## config.mk

```make
export PLATFORM = sky130hd
export DESIGN_NAME = lc4_pipeline
export DESIGN_NICKNAME = d
export VERILOG_FILES = /design/src/rtl/lc4_pkg.sv /design/src/rtl/lc4_alu.sv /design/src/rtl/lc4_decoder.sv /design/src/rtl/lc4_fetch.sv /design/src/rtl/lc4_hazard.sv /design/src/rtl/lc4_pipeline.sv /design/src/rtl/lc4_regfile.sv
export SDC_FILE = /design/constraint.sdc
export NUM_CORES = 1
export LEC_CHECK = 0
export ABC_AREA = 1
export BUFFER_PORTS_ARGS = -buffer_cell sky130_fd_sc_hd__buf_2
export CORE_ASPECT_RATIO = 0.7
export CORE_MARGIN = 8
export CORE_UTILIZATION = 40
export DETAILED_ROUTE_END_ITERATION = 10
export GPL_ROUTABILITY_DRIVEN = 0
export PLACE_DENSITY = 0.66
export RECOVER_POWER = 25
export SLEW_MARGIN = 20
export SYNTH_ARGS = -nofsm -noshare
export SYNTH_HDL_FRONTEND = slang
export SYNTH_SLANG_ARGS = --single-unit
```

## constraint.sdc

```tcl
create_clock -name gwe -period 11.89 [get_ports gwe]
set_input_delay 0.5945 -clock gwe [delete_from_list [all_inputs] [get_ports gwe]]
set_output_delay 0.5945 -clock gwe [all_outputs]
set_load 0.1 [all_outputs]
```

## src/rtl/lc4_pkg.sv

```systemverilog
package lc4_pkg;

    // datapath widths
    localparam int WORD_W    = 16;
    localparam int REG_SEL_W = 3;
    localparam int NUM_REGS  = 8;

    typedef logic [WORD_W-1:0]    word_t;     // data word, address or instruction
    typedef logic [REG_SEL_W-1:0] reg_sel_t;  // register number
    typedef logic [2:0]           nzp_t;      // n, z, p
    typedef logic [3:0]           opcode_t;   // insn[15:12]

    // opcodes of the supported subset
    localparam opcode_t OP_BR    = 4'b0000;
    localparam opcode_t OP_ARITH = 4'b0001;
    localparam opcode_t OP_AND   = 4'b0101;
    localparam opcode_t OP_LDR   = 4'b0110;
    localparam opcode_t OP_STR   = 4'b0111;
    localparam opcode_t OP_CONST = 4'b1001;

    localparam word_t RESET_PC = 16'h8200;  // first fetch address

    // operand source selects from the hazard unit
    localparam logic [1:0] SRC_NONE = 2'd0;  // value read in decode
    localparam logic [1:0] SRC_M    = 2'd1;  // ALU result in memory stage
    localparam logic [1:0] SRC_W    = 2'd2;  // writeback data

    // stall code carried with every slot down to writeback
    // code 1 belonged to the second pipe and is never produced
    typedef enum logic [1:0] {
        stall_none  = 2'd0,
        stall_flush = 2'd2,
        stall_load  = 2'd3
    } stall_e;

    typedef enum logic [2:0] {
        alu_add,    // rs + rt
        alu_sub,    // rs - rt
        alu_and,    // rs & rt
        alu_addi,   // rs + imm5
        alu_const,  // imm9
        alu_addr,   // rs + imm6, load/store address
        alu_brtgt   // pc + 1 + imm9
    } alu_op_e;

endpackage

```

## src/rtl/lc4_alu.sv

```systemverilog
`timescale 1ns/10ps

module lc4_alu (
    input  lc4_pkg::word_t   i_insn,
    input  lc4_pkg::word_t   i_pc,
    input  lc4_pkg::word_t   i_rs_data,
    input  lc4_pkg::word_t   i_rt_data,
    input  lc4_pkg::alu_op_e i_op,
    output lc4_pkg::word_t   o_result
);

    lc4_pkg::word_t imm5_sext;
    lc4_pkg::word_t imm6_sext;
    lc4_pkg::word_t imm9_sext;
    lc4_pkg::word_t pc_plus_one;

    assign imm5_sext   = {{11{i_insn[4]}}, i_insn[4:0]};
    assign imm6_sext   = {{10{i_insn[5]}}, i_insn[5:0]};
    assign imm9_sext   = {{7{i_insn[8]}}, i_insn[8:0]};
    assign pc_plus_one = i_pc + 16'd1;

    always_comb begin
        case (i_op)
            lc4_pkg::alu_add: begin
                o_result = i_rs_data + i_rt_data;
            end
            lc4_pkg::alu_sub: begin
                o_result = i_rs_data - i_rt_data;
            end
            lc4_pkg::alu_and: begin
                o_result = i_rs_data & i_rt_data;
            end
            lc4_pkg::alu_addi: begin
                o_result = i_rs_data + imm5_sext;
            end
            lc4_pkg::alu_const: begin
                o_result = imm9_sext;
            end
            lc4_pkg::alu_addr: begin
                o_result = i_rs_data + imm6_sext;  // ldr/str effective address
            end
            lc4_pkg::alu_brtgt: begin
                o_result = pc_plus_one + imm9_sext;
            end
            default: begin
                o_result = '0;
            end
        endcase
    end

endmodule

```

## src/rtl/lc4_decoder.sv

```systemverilog
`timescale 1ns/10ps

module lc4_decoder (
    input  lc4_pkg::word_t    i_insn,
    output lc4_pkg::reg_sel_t o_rs,
    output lc4_pkg::reg_sel_t o_rt,
    output lc4_pkg::reg_sel_t o_wsel,
    output logic              o_rs_re,
    output logic              o_rt_re,
    output logic              o_regfile_we,
    output logic              o_nzp_we,
    output logic              o_is_load,
    output logic              o_is_store,
    output logic              o_is_branch,
    output lc4_pkg::alu_op_e  o_alu_op
);

    lc4_pkg::opcode_t opcode;
    logic             writes_rd;  // result goes to rd and sets nzp

    assign opcode       = i_insn[15:12];
    assign o_regfile_we = writes_rd;
    assign o_nzp_we     = writes_rd;

    always_comb begin
        o_rs        = i_insn[8:6];
        o_rt        = i_insn[2:0];
        o_wsel      = i_insn[11:9];
        o_rs_re     = 1'b0;
        o_rt_re     = 1'b0;
        writes_rd   = 1'b0;
        o_is_load   = 1'b0;
        o_is_store  = 1'b0;
        o_is_branch = 1'b0;
        o_alu_op    = lc4_pkg::alu_add;
        case (opcode)
            lc4_pkg::OP_BR: begin
                o_is_branch = 1'b1;  // nzp 000 is never taken
                o_alu_op    = lc4_pkg::alu_brtgt;
            end
            lc4_pkg::OP_ARITH: begin
                if (i_insn[5]) begin
                    o_rs_re   = 1'b1;
                    writes_rd = 1'b1;
                    o_alu_op  = lc4_pkg::alu_addi;
                end else if (i_insn[4:3] == 2'b00 || i_insn[4:3] == 2'b10) begin
                    o_rs_re   = 1'b1;
                    o_rt_re   = 1'b1;
                    writes_rd = 1'b1;
                    o_alu_op  = i_insn[4] ? lc4_pkg::alu_sub : lc4_pkg::alu_add;
                end  // mul and div fall through as nop
            end
            lc4_pkg::OP_AND: begin
                if (i_insn[5:3] == 3'b000) begin
                    o_rs_re   = 1'b1;
                    o_rt_re   = 1'b1;
                    writes_rd = 1'b1;
                    o_alu_op  = lc4_pkg::alu_and;
                end
            end
            lc4_pkg::OP_LDR: begin
                o_rs_re   = 1'b1;
                writes_rd = 1'b1;
                o_is_load = 1'b1;
                o_alu_op  = lc4_pkg::alu_addr;
            end
            lc4_pkg::OP_STR: begin
                o_rt       = i_insn[11:9];  // store data register
                o_rs_re    = 1'b1;
                o_rt_re    = 1'b1;
                o_is_store = 1'b1;
                o_alu_op   = lc4_pkg::alu_addr;
            end
            lc4_pkg::OP_CONST: begin
                writes_rd = 1'b1;
                o_alu_op  = lc4_pkg::alu_const;
            end
            default: ;
        endcase
    end

endmodule

```

## src/rtl/lc4_fetch.sv

```systemverilog
`timescale 1ns/10ps

module lc4_fetch (
    input  logic          gwe,
    input  logic          i_reset,
    input  logic          i_hold,      // load-to-use stall
    input  logic          i_redirect,  // taken branch in execute
    input  lc4_pkg::word_t i_target,
    output lc4_pkg::word_t o_pc
);

    lc4_pkg::word_t pc_next;

    // a redirect never meets a hold: the stall needs a load in execute,
    // the redirect a branch there
    always_comb begin
        if (i_redirect) begin
            pc_next = i_target;
        end else if (i_hold) begin
            pc_next = o_pc;
        end else begin
            pc_next = o_pc + 16'd1;
        end
    end

    always_ff @(posedge gwe) begin
        if (i_reset) begin
            o_pc <= lc4_pkg::RESET_PC;
        end else begin
            o_pc <= pc_next;
        end
    end

endmodule

```

## src/rtl/lc4_hazard.sv

```systemverilog
`timescale 1ns/10ps

module lc4_hazard (
    input  lc4_pkg::reg_sel_t i_d_rs,
    input  lc4_pkg::reg_sel_t i_d_rt,
    input  lc4_pkg::reg_sel_t i_x_rs,
    input  lc4_pkg::reg_sel_t i_x_rt,
    input  lc4_pkg::reg_sel_t i_x_wsel,
    input  lc4_pkg::reg_sel_t i_m_wsel,
    input  lc4_pkg::reg_sel_t i_m_rt,
    input  lc4_pkg::reg_sel_t i_w_wsel,
    input  logic              i_d_rs_re,
    input  logic              i_d_rt_re,
    input  logic              i_d_is_store,
    input  logic              i_d_is_branch,
    input  logic              i_x_is_load,
    input  logic              i_x_branch_taken,
    input  logic              i_m_regfile_we,
    input  logic              i_m_is_store,
    input  logic              i_w_regfile_we,
    output logic              o_stall,
    output logic              o_flush,
    output logic [1:0]        o_rs_src,
    output logic [1:0]        o_rt_src,
    output logic              o_wm_bypass,
    output lc4_pkg::stall_e   o_x_stall_code
);

    logic rs_dep;
    logic rt_dep;

    // newest producer wins, so memory stage is checked before writeback
    function automatic logic [1:0] pick_src(
        input lc4_pkg::reg_sel_t sel,
        input logic              m_we,
        input lc4_pkg::reg_sel_t m_wsel,
        input logic              w_we,
        input lc4_pkg::reg_sel_t w_wsel
    );
        if (m_we && m_wsel == sel) begin
            return lc4_pkg::SRC_M;
        end else if (w_we && w_wsel == sel) begin
            return lc4_pkg::SRC_W;
        end
        return lc4_pkg::SRC_NONE;
    endfunction

    assign rs_dep = i_d_rs_re && (i_d_rs == i_x_wsel);
    assign rt_dep = i_d_rt_re && !i_d_is_store && (i_d_rt == i_x_wsel);  // store data uses WM

    // a branch reads nzp, which a load only sets at the end of memory
    assign o_stall = i_x_is_load && (rs_dep || rt_dep || i_d_is_branch);
    assign o_flush = i_x_branch_taken;

    assign o_rs_src = pick_src(i_x_rs, i_m_regfile_we, i_m_wsel, i_w_regfile_we, i_w_wsel);
    assign o_rt_src = pick_src(i_x_rt, i_m_regfile_we, i_m_wsel, i_w_regfile_we, i_w_wsel);

    assign o_wm_bypass = i_m_is_store && i_w_regfile_we && (i_m_rt == i_w_wsel);

    always_comb begin
        if (o_flush) begin
            o_x_stall_code = lc4_pkg::stall_flush;
        end else if (o_stall) begin
            o_x_stall_code = lc4_pkg::stall_load;
        end else begin
            o_x_stall_code = lc4_pkg::stall_none;  // decode slot keeps its own code
        end
    end

endmodule

```

## src/rtl/lc4_pipeline.sv

```systemverilog
`timescale 1ns/10ps

module lc4_pipeline (
    input  logic              gwe,
    input  logic              i_reset,
    output lc4_pkg::word_t    o_cur_pc,
    input  lc4_pkg::word_t    i_cur_insn,
    output lc4_pkg::word_t    o_dmem_addr,
    input  lc4_pkg::word_t    i_cur_dmem_data,
    output logic              o_dmem_we,
    output lc4_pkg::word_t    o_dmem_towrite,
    output lc4_pkg::stall_e   o_test_stall,
    output lc4_pkg::word_t    o_test_pc,
    output lc4_pkg::word_t    o_test_insn,
    output logic              o_test_regfile_we,
    output lc4_pkg::reg_sel_t o_test_regfile_wsel,
    output lc4_pkg::word_t    o_test_regfile_data,
    output logic              o_test_nzp_we,
    output lc4_pkg::nzp_t     o_test_nzp_bits,
    output logic              o_test_dmem_we,
    output lc4_pkg::word_t    o_test_dmem_addr,
    output lc4_pkg::word_t    o_test_dmem_data
);

    lc4_pkg::word_t    f_pc, d_insn, d_pc, d_rs_data, d_rt_data;
    lc4_pkg::stall_e   d_stall, hz_code, x_stall_next, x_stall, m_stall, w_stall;
    lc4_pkg::reg_sel_t d_rs, d_rt, d_wsel, x_rs, x_rt, x_wsel, m_wsel, m_rt, w_wsel;
    lc4_pkg::alu_op_e  d_alu_op, x_alu_op;
    logic d_rs_re, d_rt_re, d_regfile_we, d_nzp_we, d_is_load, d_is_store, d_is_branch;
    logic d_valid, x_take, stall, flush, wm_bypass, branch_taken, m_mem_access;
    logic x_regfile_we, x_nzp_we, x_is_load, x_is_store, x_is_branch;
    logic m_regfile_we, m_nzp_we, m_is_load, m_is_store;
    logic w_regfile_we, w_nzp_we, w_is_load, w_is_store;
    logic [1:0] rs_src, rt_src;
    lc4_pkg::word_t x_pc, x_insn, x_rs_data, x_rt_data, x_rs_val, x_rt_val, alu_result;
    lc4_pkg::word_t m_pc, m_insn, m_result, m_rt_data, m_store_data, m_mem_data;
    lc4_pkg::word_t w_pc, w_insn, w_result, w_load_data, w_dmem_addr, w_dmem_data, w_wdata;
    lc4_pkg::nzp_t  nzp_reg, x_nzp, m_nzp, m_load_nzp, w_nzp;

    function automatic lc4_pkg::nzp_t nzp_of(input lc4_pkg::word_t v);
        if (v[15]) return 3'b100;
        if (v == '0) return 3'b010;
        return 3'b001;
    endfunction

    lc4_fetch fetch_i (.gwe(gwe), .i_reset(i_reset), .i_hold(stall), .i_redirect(branch_taken),
                       .i_target(alu_result), .o_pc(f_pc));

    always_ff @(posedge gwe) begin  // decode slot code
        if (i_reset || flush) d_stall <= lc4_pkg::stall_flush;
        else if (!stall) d_stall <= lc4_pkg::stall_none;
    end
    always_ff @(posedge gwe) begin
        if (!stall) begin
            d_insn <= i_cur_insn;
            d_pc   <= f_pc;
        end
    end
    assign d_valid = (d_stall == lc4_pkg::stall_none);

    lc4_decoder decoder_i (.i_insn(d_insn), .o_rs(d_rs), .o_rt(d_rt), .o_wsel(d_wsel),
                           .o_rs_re(d_rs_re), .o_rt_re(d_rt_re), .o_regfile_we(d_regfile_we),
                           .o_nzp_we(d_nzp_we), .o_is_load(d_is_load), .o_is_store(d_is_store),
                           .o_is_branch(d_is_branch), .o_alu_op(d_alu_op));

    lc4_regfile regfile_i (.gwe(gwe), .i_reset(i_reset), .i_rs(d_rs), .i_rt(d_rt),
                           .i_rd(w_wsel), .i_wdata(w_wdata), .i_we(w_regfile_we),
                           .o_rs_data(d_rs_data), .o_rt_data(d_rt_data));

    lc4_hazard hazard_i (.i_d_rs(d_rs), .i_d_rt(d_rt), .i_x_rs(x_rs), .i_x_rt(x_rt),
        .i_x_wsel(x_wsel), .i_m_wsel(m_wsel), .i_m_rt(m_rt), .i_w_wsel(w_wsel),
        .i_d_rs_re(d_rs_re), .i_d_rt_re(d_rt_re), .i_d_is_store(d_is_store),
        .i_d_is_branch(d_is_branch), .i_x_is_load(x_is_load), .i_x_branch_taken(branch_taken),
        .i_m_regfile_we(m_regfile_we), .i_m_is_store(m_is_store),
        .i_w_regfile_we(w_regfile_we), .o_stall(stall), .o_flush(flush), .o_rs_src(rs_src),
        .o_rt_src(rt_src), .o_wm_bypass(wm_bypass), .o_x_stall_code(hz_code));

    // bubble into execute on stall or flush, otherwise the decode slot moves on
    assign x_take       = d_valid && !stall && !flush;
    assign x_stall_next = (hz_code != lc4_pkg::stall_none) ? hz_code : d_stall;

    always_ff @(posedge gwe) begin
        if (i_reset) begin
            {x_regfile_we, x_nzp_we, x_is_load, x_is_store, x_is_branch} <= '0;
            x_stall <= lc4_pkg::stall_flush;
        end else begin
            x_regfile_we <= d_regfile_we && x_take;
            x_nzp_we     <= d_nzp_we && x_take;
            x_is_load    <= d_is_load && x_take;
            x_is_store   <= d_is_store && x_take;
            x_is_branch  <= d_is_branch && x_take;
            x_stall      <= x_stall_next;
        end
    end
    always_ff @(posedge gwe) begin
        {x_rs, x_rt, x_wsel, x_alu_op} <= {d_rs, d_rt, d_wsel, d_alu_op};
        {x_pc, x_insn, x_rs_data, x_rt_data} <= {d_pc, d_insn, d_rs_data, d_rt_data};
    end

    // MX / WX operand bypass
    assign x_rs_val = (rs_src == lc4_pkg::SRC_M) ? m_result :
                      (rs_src == lc4_pkg::SRC_W) ? w_wdata : x_rs_data;
    assign x_rt_val = (rt_src == lc4_pkg::SRC_M) ? m_result :
                      (rt_src == lc4_pkg::SRC_W) ? w_wdata : x_rt_data;

    lc4_alu alu_i (.i_insn(x_insn), .i_pc(x_pc), .i_rs_data(x_rs_val), .i_rt_data(x_rt_val),
                   .i_op(x_alu_op), .o_result(alu_result));

    assign x_nzp        = nzp_of(alu_result);
    assign branch_taken = x_is_branch && ((nzp_reg & x_insn[11:9]) != 3'b000);

    always_ff @(posedge gwe) begin
        if (i_reset) nzp_reg <= 3'b000;
        else if (x_nzp_we && !x_is_load) nzp_reg <= x_nzp;  // younger insn wins
        else if (m_is_load) nzp_reg <= m_load_nzp;
    end

    always_ff @(posedge gwe) begin
        if (i_reset) begin
            {m_regfile_we, m_nzp_we, m_is_load, m_is_store} <= '0;
            m_stall <= lc4_pkg::stall_flush;
        end else begin
            {m_regfile_we, m_nzp_we, m_is_load, m_is_store} <=
                {x_regfile_we, x_nzp_we, x_is_load, x_is_store};
            m_stall <= x_stall;
        end
    end
    always_ff @(posedge gwe) begin
        {m_wsel, m_rt, m_nzp} <= {x_wsel, x_rt, x_nzp};
        {m_pc, m_insn, m_result, m_rt_data} <= {x_pc, x_insn, alu_result, x_rt_val};
    end

    // memory stage, store data may come from the load now in writeback
    assign m_mem_access   = m_is_load || m_is_store;
    assign m_store_data   = wm_bypass ? w_wdata : m_rt_data;
    assign m_load_nzp     = nzp_of(i_cur_dmem_data);
    assign o_dmem_addr    = m_mem_access ? m_result : '0;
    assign o_dmem_we      = m_is_store;
    assign o_dmem_towrite = m_is_store ? m_store_data : '0;
    assign m_mem_data     = m_is_load ? i_cur_dmem_data : o_dmem_towrite;

    always_ff @(posedge gwe) begin
        if (i_reset) begin
            {w_regfile_we, w_nzp_we, w_is_load, w_is_store} <= '0;
            w_stall <= lc4_pkg::stall_flush;
        end else begin
            {w_regfile_we, w_nzp_we, w_is_load, w_is_store} <=
                {m_regfile_we, m_nzp_we, m_is_load, m_is_store};
            w_stall <= m_stall;
        end
    end
    always_ff @(posedge gwe) begin
        w_wsel <= m_wsel;
        w_nzp  <= m_is_load ? m_load_nzp : m_nzp;
        {w_pc, w_insn, w_result, w_load_data} <= {m_pc, m_insn, m_result, i_cur_dmem_data};
        {w_dmem_addr, w_dmem_data} <= {o_dmem_addr, m_mem_data};
    end

    assign w_wdata = w_is_load ? w_load_data : w_result;

    assign o_cur_pc            = f_pc;
    assign o_test_stall        = w_stall;
    assign o_test_pc           = w_pc;
    assign o_test_insn         = w_insn;
    assign o_test_regfile_we   = w_regfile_we;
    assign o_test_regfile_wsel = w_wsel;
    assign o_test_regfile_data = w_wdata;
    assign o_test_nzp_we       = w_nzp_we;
    assign o_test_nzp_bits     = w_nzp;
    assign o_test_dmem_we      = w_is_store;
    assign o_test_dmem_addr    = w_dmem_addr;
    assign o_test_dmem_data    = w_dmem_data;

endmodule

```

## src/rtl/lc4_regfile.sv

```systemverilog
`timescale 1ns/10ps

module lc4_regfile (
    input  logic              gwe,
    input  logic              i_reset,
    input  lc4_pkg::reg_sel_t i_rs,
    input  lc4_pkg::reg_sel_t i_rt,
    input  lc4_pkg::reg_sel_t i_rd,
    input  lc4_pkg::word_t    i_wdata,
    input  logic              i_we,
    output lc4_pkg::word_t    o_rs_data,
    output lc4_pkg::word_t    o_rt_data
);

    lc4_pkg::word_t regs [lc4_pkg::NUM_REGS];

    always_ff @(posedge gwe) begin
        if (i_reset) begin
            for (int i = 0; i < lc4_pkg::NUM_REGS; i++) begin
                regs[i] <= '0;
            end
        end else if (i_we) begin
            regs[i_rd] <= i_wdata;
        end
    end

    // write-through: decode sees the value writeback is storing this cycle
    assign o_rs_data = (i_we && i_rd == i_rs) ? i_wdata : regs[i_rs];
    assign o_rt_data = (i_we && i_rd == i_rt) ? i_wdata : regs[i_rt];

endmodule

```

* Word-level counts from Yosys, hierarchy flattened
Memory sizes are Yosys's and may differ from the RTL's. A register that Yosys moved wholly into a read port is not among the register bits.
Index checks and enable logic that the tools add are counted.
** Storage, ports and cells
- Bits in registers :: 319
- Bits in writable memories :: 128
- Input port bits :: 34
- Output and inout port bits :: 140
- Word-level logic and storage cells :: 191
- Memories kept :: 1
** Memories
- regfile_i.regs :: words 8, width 16, read ports 2, clocked after Yosys merged registers in 1, wr ports 8, line lc4_regfile.sv:15 : lc4_pkg::word_t regs [lc4_pkg::NUM_REGS];
** Operators by class
- Add/subtract/negate cells :: 7
- Eq/ne operators :: 26
- Mux-type cells :: 69
- Bitwise operators :: 3
- Reduce and logical (&&, ||, !) cells :: 43
** Operators with widths (count)
- 16-bit 2-to-1 mux :: 14
- 16-bit case mux with 7 select lines :: 1
- 16-bit adder :: 4
- 3-bit 2-to-1 mux :: 16
- 16-bit by 1-bit adder with 16-bit output (second input constant) :: 2
- 16-bit zero test :: 2
- 3-bit equality test :: 9
- 1-bit 2-to-1 mux :: 24
- 1-bit logical AND :: 20
- 2-bit 2-to-1 mux :: 10
- 16-bit bitwise AND :: 1
- 16-bit OR reduction :: 1
- 16-bit subtractor :: 1
- 3-bit case mux with 5 select lines :: 1
- 4-bit by 3-bit equality test with 1-bit output (second input constant) :: 3
- 3-bit equality test (second input constant) :: 3
- 1-bit case mux with 3 select lines :: 3
- 2-bit equality test (second input constant) :: 3
- 3-bit by 2-bit equality test with 1-bit output (second input constant) :: 2
- 3-bit zero test :: 2
- 2-bit OR reduction :: 3
- 1-bit logical OR :: 5
- 2-bit by 1-bit equality test with 1-bit output (second input constant) :: 2
- 4-bit by 1-bit equality test with 1-bit output (second input constant) :: 1
- other kinds (10) :: 15

* Logic depth before layout (Yosys ltp)
Gate-level depths: netlist of run 1.
- Depth in word-level cells :: 16
- Depth in mapped cells :: 41
- Depth with buffers taken out :: 39

* Hierarchy
Synthesis of run 1 repeated with hierarchy kept, for this count alone.
** Second synthesis, totals
- Cells, all modules :: 2522
- Area total of the unflattened synthesis :: 20408.3 sq um
** Modules (own cells, without submodules)
- lc4_pipeline :: times used 1, cells each 712, area an instance 8334.2 sq um, sequential area each 6426.2 sq um
- lc4_regfile :: times used 1, cells each 1057, area an instance 7768.7 sq um, sequential area each 3843.7 sq um
- lc4_alu :: times used 1, cells each 457, area an instance 2570.0 sq um, sequential area each 0.0 sq um
- lc4_fetch :: times used 1, cells each 165, area an instance 1076.0 sq um, sequential area each 320.3 sq um
- lc4_hazard :: times used 1, cells each 81, area an instance 404.1 sq um, sequential area each 0.0 sq um
- lc4_decoder :: times used 1, cells each 50, area an instance 255.2 sq um, sequential area each 0.0 sq um

* Least setup slack after synthesis of run 1
OpenSTA, ideal clock, no wires.
- Path kind :: register to output
- From :: register m_is_store, in the netlist o_dmem_we
- To :: output o_dmem_towrite[15]
- Data arrival time :: 4.576 ns
- Required time :: 11.295 ns
- Setup slack :: 6.720 ns
- Cell stages (with the launch flop) :: 8
- Buffers on the path :: 1
- Path through :: dfxtp_1 clkinv_1 a2111oi_0 nand2_1 inv_1 clkbuf_1 nor2_1 a211oi_1
** Between the ends
- Longest elaborated chain between the ends :: 4
** Ends and longest elaborated chain
- start, declared :: line lc4_pipeline.sv:32 : logic m_regfile_we, m_nzp_we, m_is_load, m_is_store;
- start signal, assigned :: line lc4_pipeline.sv:123 : {m_regfile_we, m_nzp_we, m_is_load, m_is_store} <=
- 1-bit logical AND (2 in a row) :: line lc4_hazard.sv:58 : assign o_wm_bypass = i_m_is_store && i_w_regfile_we && (i_m_rt == i_w_wsel);
- 16-bit 2-to-1 mux :: line lc4_pipeline.sv:135 : assign m_store_data = wm_bypass ? w_wdata : m_rt_data;
- 16-bit 2-to-1 mux * :: line lc4_pipeline.sv:139 : assign o_dmem_towrite = m_is_store ? m_store_data : '0;
- end, declared :: line lc4_pipeline.sv:11 : output lc4_pkg::word_t o_dmem_towrite,
Every way passes the cells marked *; elsewhere a longest branch is shown, timed or not.

* Final worst setup path of run 1
- From :: register w_is_load
- To :: register nzp_reg[1]
** Between the ends
- Longest elaborated chain between the ends :: 11
** Ends and longest elaborated chain
- start, declared :: line lc4_pipeline.sv:33 : logic w_regfile_we, w_nzp_we, w_is_load, w_is_store;
- start signal, assigned :: line lc4_pipeline.sv:147 : {w_regfile_we, w_nzp_we, w_is_load, w_is_store} <=
- 16-bit 2-to-1 mux * :: line lc4_pipeline.sv:159 : assign w_wdata = w_is_load ? w_load_data : w_result;
- 16-bit 2-to-1 mux * :: line lc4_pipeline.sv:104 : (rt_src == lc4_pkg::SRC_W) ? w_wdata : x_rt_data;
- 16-bit 2-to-1 mux * :: line lc4_pipeline.sv:103 : assign x_rt_val = (rt_src == lc4_pkg::SRC_M) ? m_result :
- net alu_i.i_rt_data[1] :: line lc4_alu.sv:7 : input lc4_pkg::word_t i_rt_data,
- 16-bit subtractor, or another cell as far along :: line lc4_alu.sv:28 : o_result = i_rs_data - i_rt_data;
- 16-bit case mux with 7 select lines * :: line lc4_alu.sv:23 : case (i_op)
- 16-bit zero test :: line lc4_pipeline.sv:42 : if (v == '0) return 3'b010;
- 1-bit 2-to-1 mux (2 in a row) :: line lc4_pipeline.sv:42
- 3-bit 2-to-1 mux :: line lc4_pipeline.sv:43 : return 3'b001;
- 3-bit 2-to-1 mux * :: line lc4_pipeline.sv:42
- 3-bit 2-to-1 mux * :: line lc4_pipeline.sv:114 : else if (x_nzp_we && !x_is_load) nzp_reg <= x_nzp;
- end signal, assigned :: line lc4_pipeline.sv:114
- end signal, assigned :: line lc4_pipeline.sv:115 : else if (m_is_load) nzp_reg <= m_load_nzp;
- end, declared :: line lc4_pipeline.sv:38 : lc4_pkg::nzp_t nzp_reg, x_nzp, m_nzp, m_load_nzp, w_nzp;
The timed path passes the listed nets; every way through them passes the cells marked *. The select of a mux whose other input is x is not followed.
A chain may end at the register's enable or synchronous reset.

==> results.yml, run 1 <==
floorplanning:
  die_w_um: 279
  io_pins: 174
  dieHeight_um: 200
  coreArea_mm2: 0.0479
  start_util_pct: 40.5
  die_area_mm2: 0.0558
  row_count: 67
clock_tree:
  clock_sinks: 437
  htreeDepth: 2
  clkLatencyLatePin_ps: 560
  root_buffer: "clkbuf_16"
  postCtsSetupBuffers: 0
  cts_resized: 0
  cts_buffers: 42
  cts_tree: "built"
  path_clk_slew_ps: 70
  clk_path_buf_depth: 3
  cts_hold_buf: 0
setup_path:
  required_ps: 12370
  worstSetupPathType: "flip-flop to flip-flop"
  end_kind: "flip-flop"
  crit_path_max_fanout: 32
  crit_top_cell: "nor2_1"
  crit_arrival_ps: 5780
  slowest_delay_ps: 710
  startpoint_type: "flip-flop"
  cpMaxStageDelayCell: "o21ai_1"
layout:
  largest_reg_flops: 128
  layout.nets: 2420
  postLayoutCoreUtil_pct: 46.1
  syn_to_final_growth_pct: 14.0
  fin_cells: 3041
  fillers: 4569
  multi_input_area_mm2: 0.00741
  drive_gt1_share_pct: 14.0
  seqCellArea_mm2: 0.0104
  top_register: "regfile_i.regs"
yosys:
  synth_edf_count: 160
  ys_top_cells_by_count: "nand2_1, dfxtp_1, inv_1"
  synth_area_leaders: "dfxtp_1, edfxtp_1, nand2_1"
  synthFlopType: "dfxtp_1"
  synthMuxAreaShare_pct: 0
  synth_top_family_by_area: "simple AND/OR/NAND/NOR gates"
  yosysSeqAreaShare_pct: 53.4
  synth_cell_types: 58
  synth_top_cell_by_area: "dfxtp_1"
  synth_fa_ha_area_share_pct: 2.27
  ys_seq_elements: 437
  yosys.cell_count.top_type: "nand2_1"
  synth_warnings: 0
  synth_top_cell_area_share_pct: 28.6
  synth_fp_nets: 2302
  synth_cells: 2234
  synthArstFlopShare_pct: 0
  synth_compound_area_share_pct: 16.7
  syn_avg_cell_area_um2: 8.67
  syn_area_mm2: 0.0194
  synth_xor_area_share_pct: 1.27
  synth-simple-area-share_pct: 18.0
power_and_ir_drop:
  power_density_mw_per_mm2: 182
  power.leakage_nw: 9.65
  switching_share_pct: 34.1
  seqPwrFrac_pct: 43.2
  power_frac_comb_pct: 21.9
  clkPwrFrac_pct: 34.9
  p_int_mw: 2.64
  vdd_drop_max_uv: 148
  power.switching_mw: 1.37
  finalPower_mw: 4.01
grt:
  grt-ovfl-total: 0
  grt_max_degree: 69
  grt_pass1_wl_mm: 93.8
  antenna_found_initial: 2
  grt_pass1_vias: 16105
  grtUsageTotal_pct: 21.3
detailed_routing:
  routed_wl_mm: 62.4
  ant_nets: 0
  routedWlPerCell_um: 20.5
  first_pass_iters: 5
  routed-via-count: 16711
  drt-initial-drc-count: 2026
  drc: 0
  avgViaCountPerCell: 5.50
timing:
  period_share_pct: 44.6
  worst_pin_slew_ps: 1210
  setup_viol: 0
  setup-tns-final_ps: 0
  max_slew_margin_pct: 19.2
  slew_violations: 0
  rsz0062_at_grt: "no"
  setup_ws_ps: 6590
  fin_crit_ps: 5300
  skew_ps: 13.2
  max_freq_mhz: 189
  hold_viol: 0
place:
  placedCellCount: 2963
  dp_slack_ps: 6820
  portBuffers: 173
  place_hpwl_mm: 44.8
worst_hold_path:
  hold_path_class: "primary input to flip-flop"
flow_run:
  maxCapViolations: 0
run_status:
  outcome: "finished clean"
path summary, 6_finish.rpt:
kind / depth (start not counted) / slack (ps) / start / to
worst max-delay path: 35 / 6590 / w_is_load / nzp_reg[1]
worst max register to register: 35 / 6590 / w_is_load / nzp_reg[1]
worst min register to register: 0 / 330 / m_insn[14] / o_test_insn[14]
worst min-delay path: 1 / 170 / i_cur_dmem_data[6] / w_load_data[6]
routing by layer:
metal,GRT usage (%),routed length (um),vias up
li1,-,-,7738
met1,31.0,27800,7914
met2,30.3,25100,955
met3,6.71,8280,102
met4,5.15,1170,2
met5,1.41,100,-
metrics by stage:
step	area, um2	hold slack [ps]
floorplan	19400	310
global placement	20700	310
detailed placement	20700	312
CTS	22100	142
global route	22100	169
finish	22100	171
area by class of cell:
type | count | area share [%]
Clock inverter | 21 | 1.04
Timing Repair Buffer | 190 | 4.36
Inverter | 289 | 4.95
Multi-Input combinational cell | 1392 | 33.6
Antenna cell | 1 | 0.0113
Tap cell | 655 | 3.71
Clock buffer | 56 | 5.46
Sequential cell | 437 | 46.9
worst max-delay path, delay by kind of cell (launching register included):
| kind | cells | cell delay [ps] |
|---|---|---|
| simple gates | 21 | 2510 |
| fa+ha+maj | 2 | 600 |
| flops | 1 | 300 |
| buf+inv | 7 | 670 |
| compound gates | 5 | 1140 |
cells in the final DEF (no fill, tap or decap), types with 5 or more instances in the layout:
cell / n
nand2_1: 288
dfxtp_1: 276
nor2_4: 5
a31oi_1: 7
o21ai_0: 211
nand2_4: 13
nand4_1: 23
clkinv_2: 10
clkbuf_8: 6
xor2_1: 18
o221ai_1: 7
a21oi_1: 172
nand2_2: 19
clkbuf_16: 44
nand3_2: 10
o311ai_0: 15
clkbuf_1: 28
buf_2: 152
or2_2: 8
nor3_1: 8
xnor2_1: 10
edfxtp_1: 160
nand3_1: 122
o21ai_1: 12
o21a_1: 11
inv_2: 15
a21o_1: 7
and2_1: 6
inv_1: 268
a22oi_1: 14
o22ai_1: 12
buf_4: 16
nor2_1: 260
o211ai_1: 40
a211oi_1: 20
nor2_2: 6
ha_1: 32
cell families after synthesis:
kind of cell	Yosys count
XOR/XNOR	28
AND/OR/NAND/NOR	776
flip-flops	437
buffers and inverters	405
adder cells (fa/ha/maj)	34
AO/OA/AOI/OAI	554
power groups by stage:
stage | Clock, mW | Combinational (mW) | Sequential, mW
floorplan | 0 | 0.583 | 1.79
global placement | 0 | 0.849 | 1.76
detailed placement | 0 | 0.856 | 1.76
CTS | 1.42 | 0.860 | 1.73
global route | 1.48 | 0.934 | 1.74
finish | 1.40 | 0.881 | 1.73
(Power assumes the default switching activity.)
==> run 2: changes to the inputs <==
- PLACE_DENSITY: 0.66 -> 0.69
- clock period: 11.89 -> 4.6 ns (I/O delays scaled with it)
==> run 2 against run 1 <==
Global-route usage increased by 0.48 points. Critical path depth fell by 26. Worst setup slack got worse by 6400 ps. Die area unchanged. Via count up 2.3%. Largest cell class unchanged.
==> results.yml, run 2 (synthesis results as in run 1) <==
layout:
  mostFrequentLayoutCells: "nand2_1, dfxtp_1, inv_1"
  multi_input_area_mm2: 0.00755
  mostFrequentLayoutCell: "nand2_1"
  design_area_mm2: 0.0230
  layout.nets: 2511
  fillers: 4499
  syn_to_final_growth_pct: 18.7
  top_register: "regfile_i.regs"
  seqCellArea_mm2: 0.0104
  postLayoutCoreUtil_pct: 48.0
  largest_reg_flops: 128
  drive_gt1_share_pct: 17.5
timing:
  fin_hold_ws_ps: 120
  max_slew_margin_pct: 10.5
  fin_crit_ps: 4410
  hold_viol: 0
  setup-tns-final_ps: 0
  setup_viol: 0
  worst_pin_slew_ps: 1330
  period_share_pct: 95.8
  slew_violations: 0
  max_freq_mhz: 227
  skew_ps: 20.6
power_and_ir_drop:
  finalPower_mw: 10.5
  power_density_mw_per_mm2: 455
  power.leakage_nw: 10.1
  vdd_drop_max_uv: 343
clock_tree:
  cts_buffers: 43
  htreeDepth: 2
  cts_tree: "built"
  clock_sinks: 437
  root_buffer: "clkbuf_16"
  path_clk_slew_ps: 60
  clk_path_buf_depth: 3
  clkLatencyLatePin_ps: 570
grt:
  grt_max_degree: 65
  grt_pass1_wl_mm: 95.9
  grt_pass1_vias: 16252
  grt-ovfl-total: 0
  antenna_found_initial: 2
  grtUsageTotal_pct: 21.8
floorplanning:
  coreArea_mm2: 0.0479
  row_count: 67
  die_w_um: 279
  start_util_pct: 40.5
  io_pins: 174
  die_area_mm2: 0.0558
  dieHeight_um: 200
detailed_routing:
  routedWlPerCell_um: 20.3
  routed_wl_mm: 63.5
  drt-initial-drc-count: 2346
  avgViaCountPerCell: 5.45
  first_pass_iters: 5
  routed-via-count: 17095
  drc: 0
  ant_nets: 0
flow_run:
  maxCapViolations: 0
setup_path:
  crit_arrival_ps: 4180
  startpoint_type: "flip-flop"
  crit_path_max_fanout: 24
  worstSetupPathType: "flip-flop to output pin"
  r2r_slack_ps: 320
  end_kind: "output pin"
  required_ps: 4370
place:
  portBuffers: 173
  dpl_cell_area_mm2: 0.0211
  place_hpwl_mm: 46.0
worst_hold_path:
  hold_path_class: "primary input to flip-flop"
run_status:
  outcome: "finished clean"
==> run 2: worst paths after layout <==
path	start	end	cells after the start
setup reg to reg	x_rt[1]	nzp_reg[1]	35
hold reg to reg	m_pc[8]	o_test_pc[8]	0
setup / recovery	o_dmem_we	o_dmem_towrite[6]	9
hold / removal	i_reset	o_dmem_we	2
==> run 2: final cells by class <==
type                    instances  share of cell area, %
flip-flops and latches        437                   45.1
well taps                     655                   3.56
clock inverters                19                  0.549
clock buffers                  61                   5.78
multi-input cells            1392                   32.8
diodes                          1                 0.0109
inverters                     289                   4.75
repair buffers                280                   7.46
==> run 2: stage by stage <==
stage / setup slack, ps / cells
floorplan: -249 / 2234
global placement: 210 / 3012
detailed placement: 87.0 / 3012
CTS: 75.6 / 3124
global route: -37.0 / 3133
finish: 194 / 3134
==> run 2: timing repair <==
item,in CTS,in global routing
hold endpoints to repair,43,0
hold buffers,32,0
setup endpoints to repair,0,12
setup buffers,0,9
gates resized for setup,0,42
==> run 2: power by group <==
group | internal [mW] | leakage, nW | switching (mW)
Sequential | 4.29 | 3.97 | 0.168
Clock | 2.04 | 0.725 | 1.55
Combinational | 0.559 | 5.39 | 1.88
Total | 6.88 | 10.1 | 3.59
==> run 2: worst max-delay path, cell delays in order (launching register included) <==
cell	delay (ps)
dfxtp_1	370
clkinv_1	70
clkbuf_1	500
a2111oi_0	540
nand2_1	110
inv_1	260
buf_4	370
nor2_1	80
a211oi_1	720
buf_2	570
==> run 2: per-layer routing <==
metal  global-route usage (%)  up-vias  routed length, um
li1                         -     7923                  -
met1                     32.0     8005              27900
met2                     30.0     1045              25000
met5                        0        -                  0
met4                     6.45        0               1570
met3                     7.05      122               9020
==> run 3: changes to the inputs <==
- CORE_MARGIN: 8 -> 5
==> run 3 against run 2 <==
Critical path type is now flip-flop to flip-flop. Clock-buffer cell count increased by 5. Hold slack improved by 33 ps. Largest power group unchanged. Die area decreased by 5.1%. Largest cell class unchanged. Clock skew increased by 4.9 ps.
==> results.yml, run 3 (synthesis results as in run 1) <==
layout:
  layout.nets: 2513
  postLayoutCoreUtil_pct: 48.0
  mostFrequentLayoutCells: "nand2_1, dfxtp_1, inv_1"
  design_area_mm2: 0.0230
  largest_reg_flops: 128
  mostFrequentLayoutCell: "nand2_1"
  syn_to_final_growth_pct: 18.7
  drive_gt1_share_pct: 17.4
  seqCellArea_mm2: 0.0104
  fillers: 4484
  multi_input_area_mm2: 0.00751
  top_register: "regfile_i.regs"
grt:
  grt_max_degree: 65
  grt-ovfl-total: 0
  grt_pass1_wl_mm: 96.4
  grt_pass1_vias: 16573
  grtUsageTotal_pct: 23.0
  antenna_found_initial: 3
detailed_routing:
  routed_wl_mm: 63.6
  routed-via-count: 17372
  drt-initial-drc-count: 2149
  dr_wl_met3_mm: 9.07
  wl_met1_mm: 27.2
  wl_met2_mm: 25.9
  ant_nets: 0
  routed.top_layer: "met5"
  drc: 0
  first_pass_iters: 8
  routedWlPerCell_um: 20.3
  avgViaCountPerCell: 5.54
place:
  dpl_cell_area_mm2: 0.0211
  portBuffers: 173
  dp_slack_ps: 110
  place_hpwl_mm: 45.5
floorplanning:
  die_w_um: 273
  io_pins: 174
  start_util_pct: 40.5
  row_count: 67
  dieHeight_um: 194
  die_area_mm2: 0.0530
  coreArea_mm2: 0.0479
timing:
  fin_crit_ps: 4330
  max_slew_margin_pct: 26.4
  rsz0062_at_grt: "yes"
  setup_ws_ps: 269
  skew_ps: 25.5
  fin_hold_ws_ps: 153
  hold_viol: 0
  period_share_pct: 94.1
  slew_violations: 0
  max_freq_mhz: 231
  worst_pin_slew_ps: 1100
  setup_viol: 0
setup_path:
  crit_path_max_fanout: 5
  end_kind: "flip-flop"
  crit_arrival_ps: 4810
  critPathTopFamily: "simple AND/OR/NAND/NOR gates"
  crit_buf_inv: 7
  cpMaxStageDelayCell: "ha_2"
  crit_top_cell: "inv_1"
  slowest_delay_ps: 410
  required_ps: 5080
  startpoint_type: "flip-flop"
  worstSetupPathType: "flip-flop to flip-flop"
power_and_ir_drop:
  power_density_mw_per_mm2: 454
  finalPower_mw: 10.4
  power.leakage_nw: 10.1
  vdd_drop_max_uv: 451
clock_tree:
  clock_sinks: 437
  root_buffer: "clkbuf_16"
  cts_buffers: 43
  path_clk_slew_ps: 60
  cts_tree: "built"
  clkLatencyLatePin_ps: 570
  htreeDepth: 2
  clk_path_buf_depth: 3
worst_hold_path:
  hold_path_class: "primary input to flip-flop"
run_status:
  outcome: "finished clean"
flow_run:
  maxCapViolations: 0
==> run 3: cell count changes in the layout (fill, tap and decap cells not counted), sizes merged <==
cell	before	now
diode	1	3
clkinv	15	9
buf	223	238
inv	291	290
clkbuf	86	78
==> run 3: path summary, 6_finish.rpt <==
kind         depth (start not counted)             to      from  slack (ps)
min                                  2       m_nzp_we   i_reset         150
min reg2reg                          0  o_test_pc[15]  m_pc[15]         330
max reg2reg                         37     nzp_reg[1]   x_rt[0]         270
max                                 37     nzp_reg[1]   x_rt[0]         270
==> run 3: metal layers <==
| metal | GRT usage (%) | vias up |
|---|---|---|
| met5 | 0 | - |
| met4 | 5.83 | 4 |
| met1 | 34.1 | 8174 |
| li1 | - | 7930 |
| met2 | 32.8 | 1135 |
| met3 | 7.11 | 129 |
==> run 3: power by group <==
part / internal [mW] / leakage (nW) / switching (mW)
Clock: 2.03 / 0.702 / 1.52
Sequential: 4.29 / 3.97 / 0.165
Combinational: 0.561 / 5.45 / 1.87
==> run 3: through the flow <==
step / cells / TNS (ps)
floorplan: 2234 / -2270
global placement: 3013 / 0
detailed placement: 3013 / 0
CTS: 3123 / 0
global route: 3133 / -173
finish: 3136 / 0
==> run 3: cell type report <==
class	count	area share, %
Timing Repair Buffer	282	7.73
Clock inverter	12	0.310
Tap cell	655	3.56
Antenna cell	3	0.0326
Clock buffer	66	5.87
Sequential cell	437	45.1
Multi-Input combinational cell	1392	32.7
Inverter	289	4.76
==> run 3: what timing repair did <==
item / in CTS / in global routing
setup endpoints to repair: 0 / 10
hold endpoints to repair: 43 / 0
hold buffers: 32 / 0
resized for setup: 0 / 26
setup buffers: 0 / 10
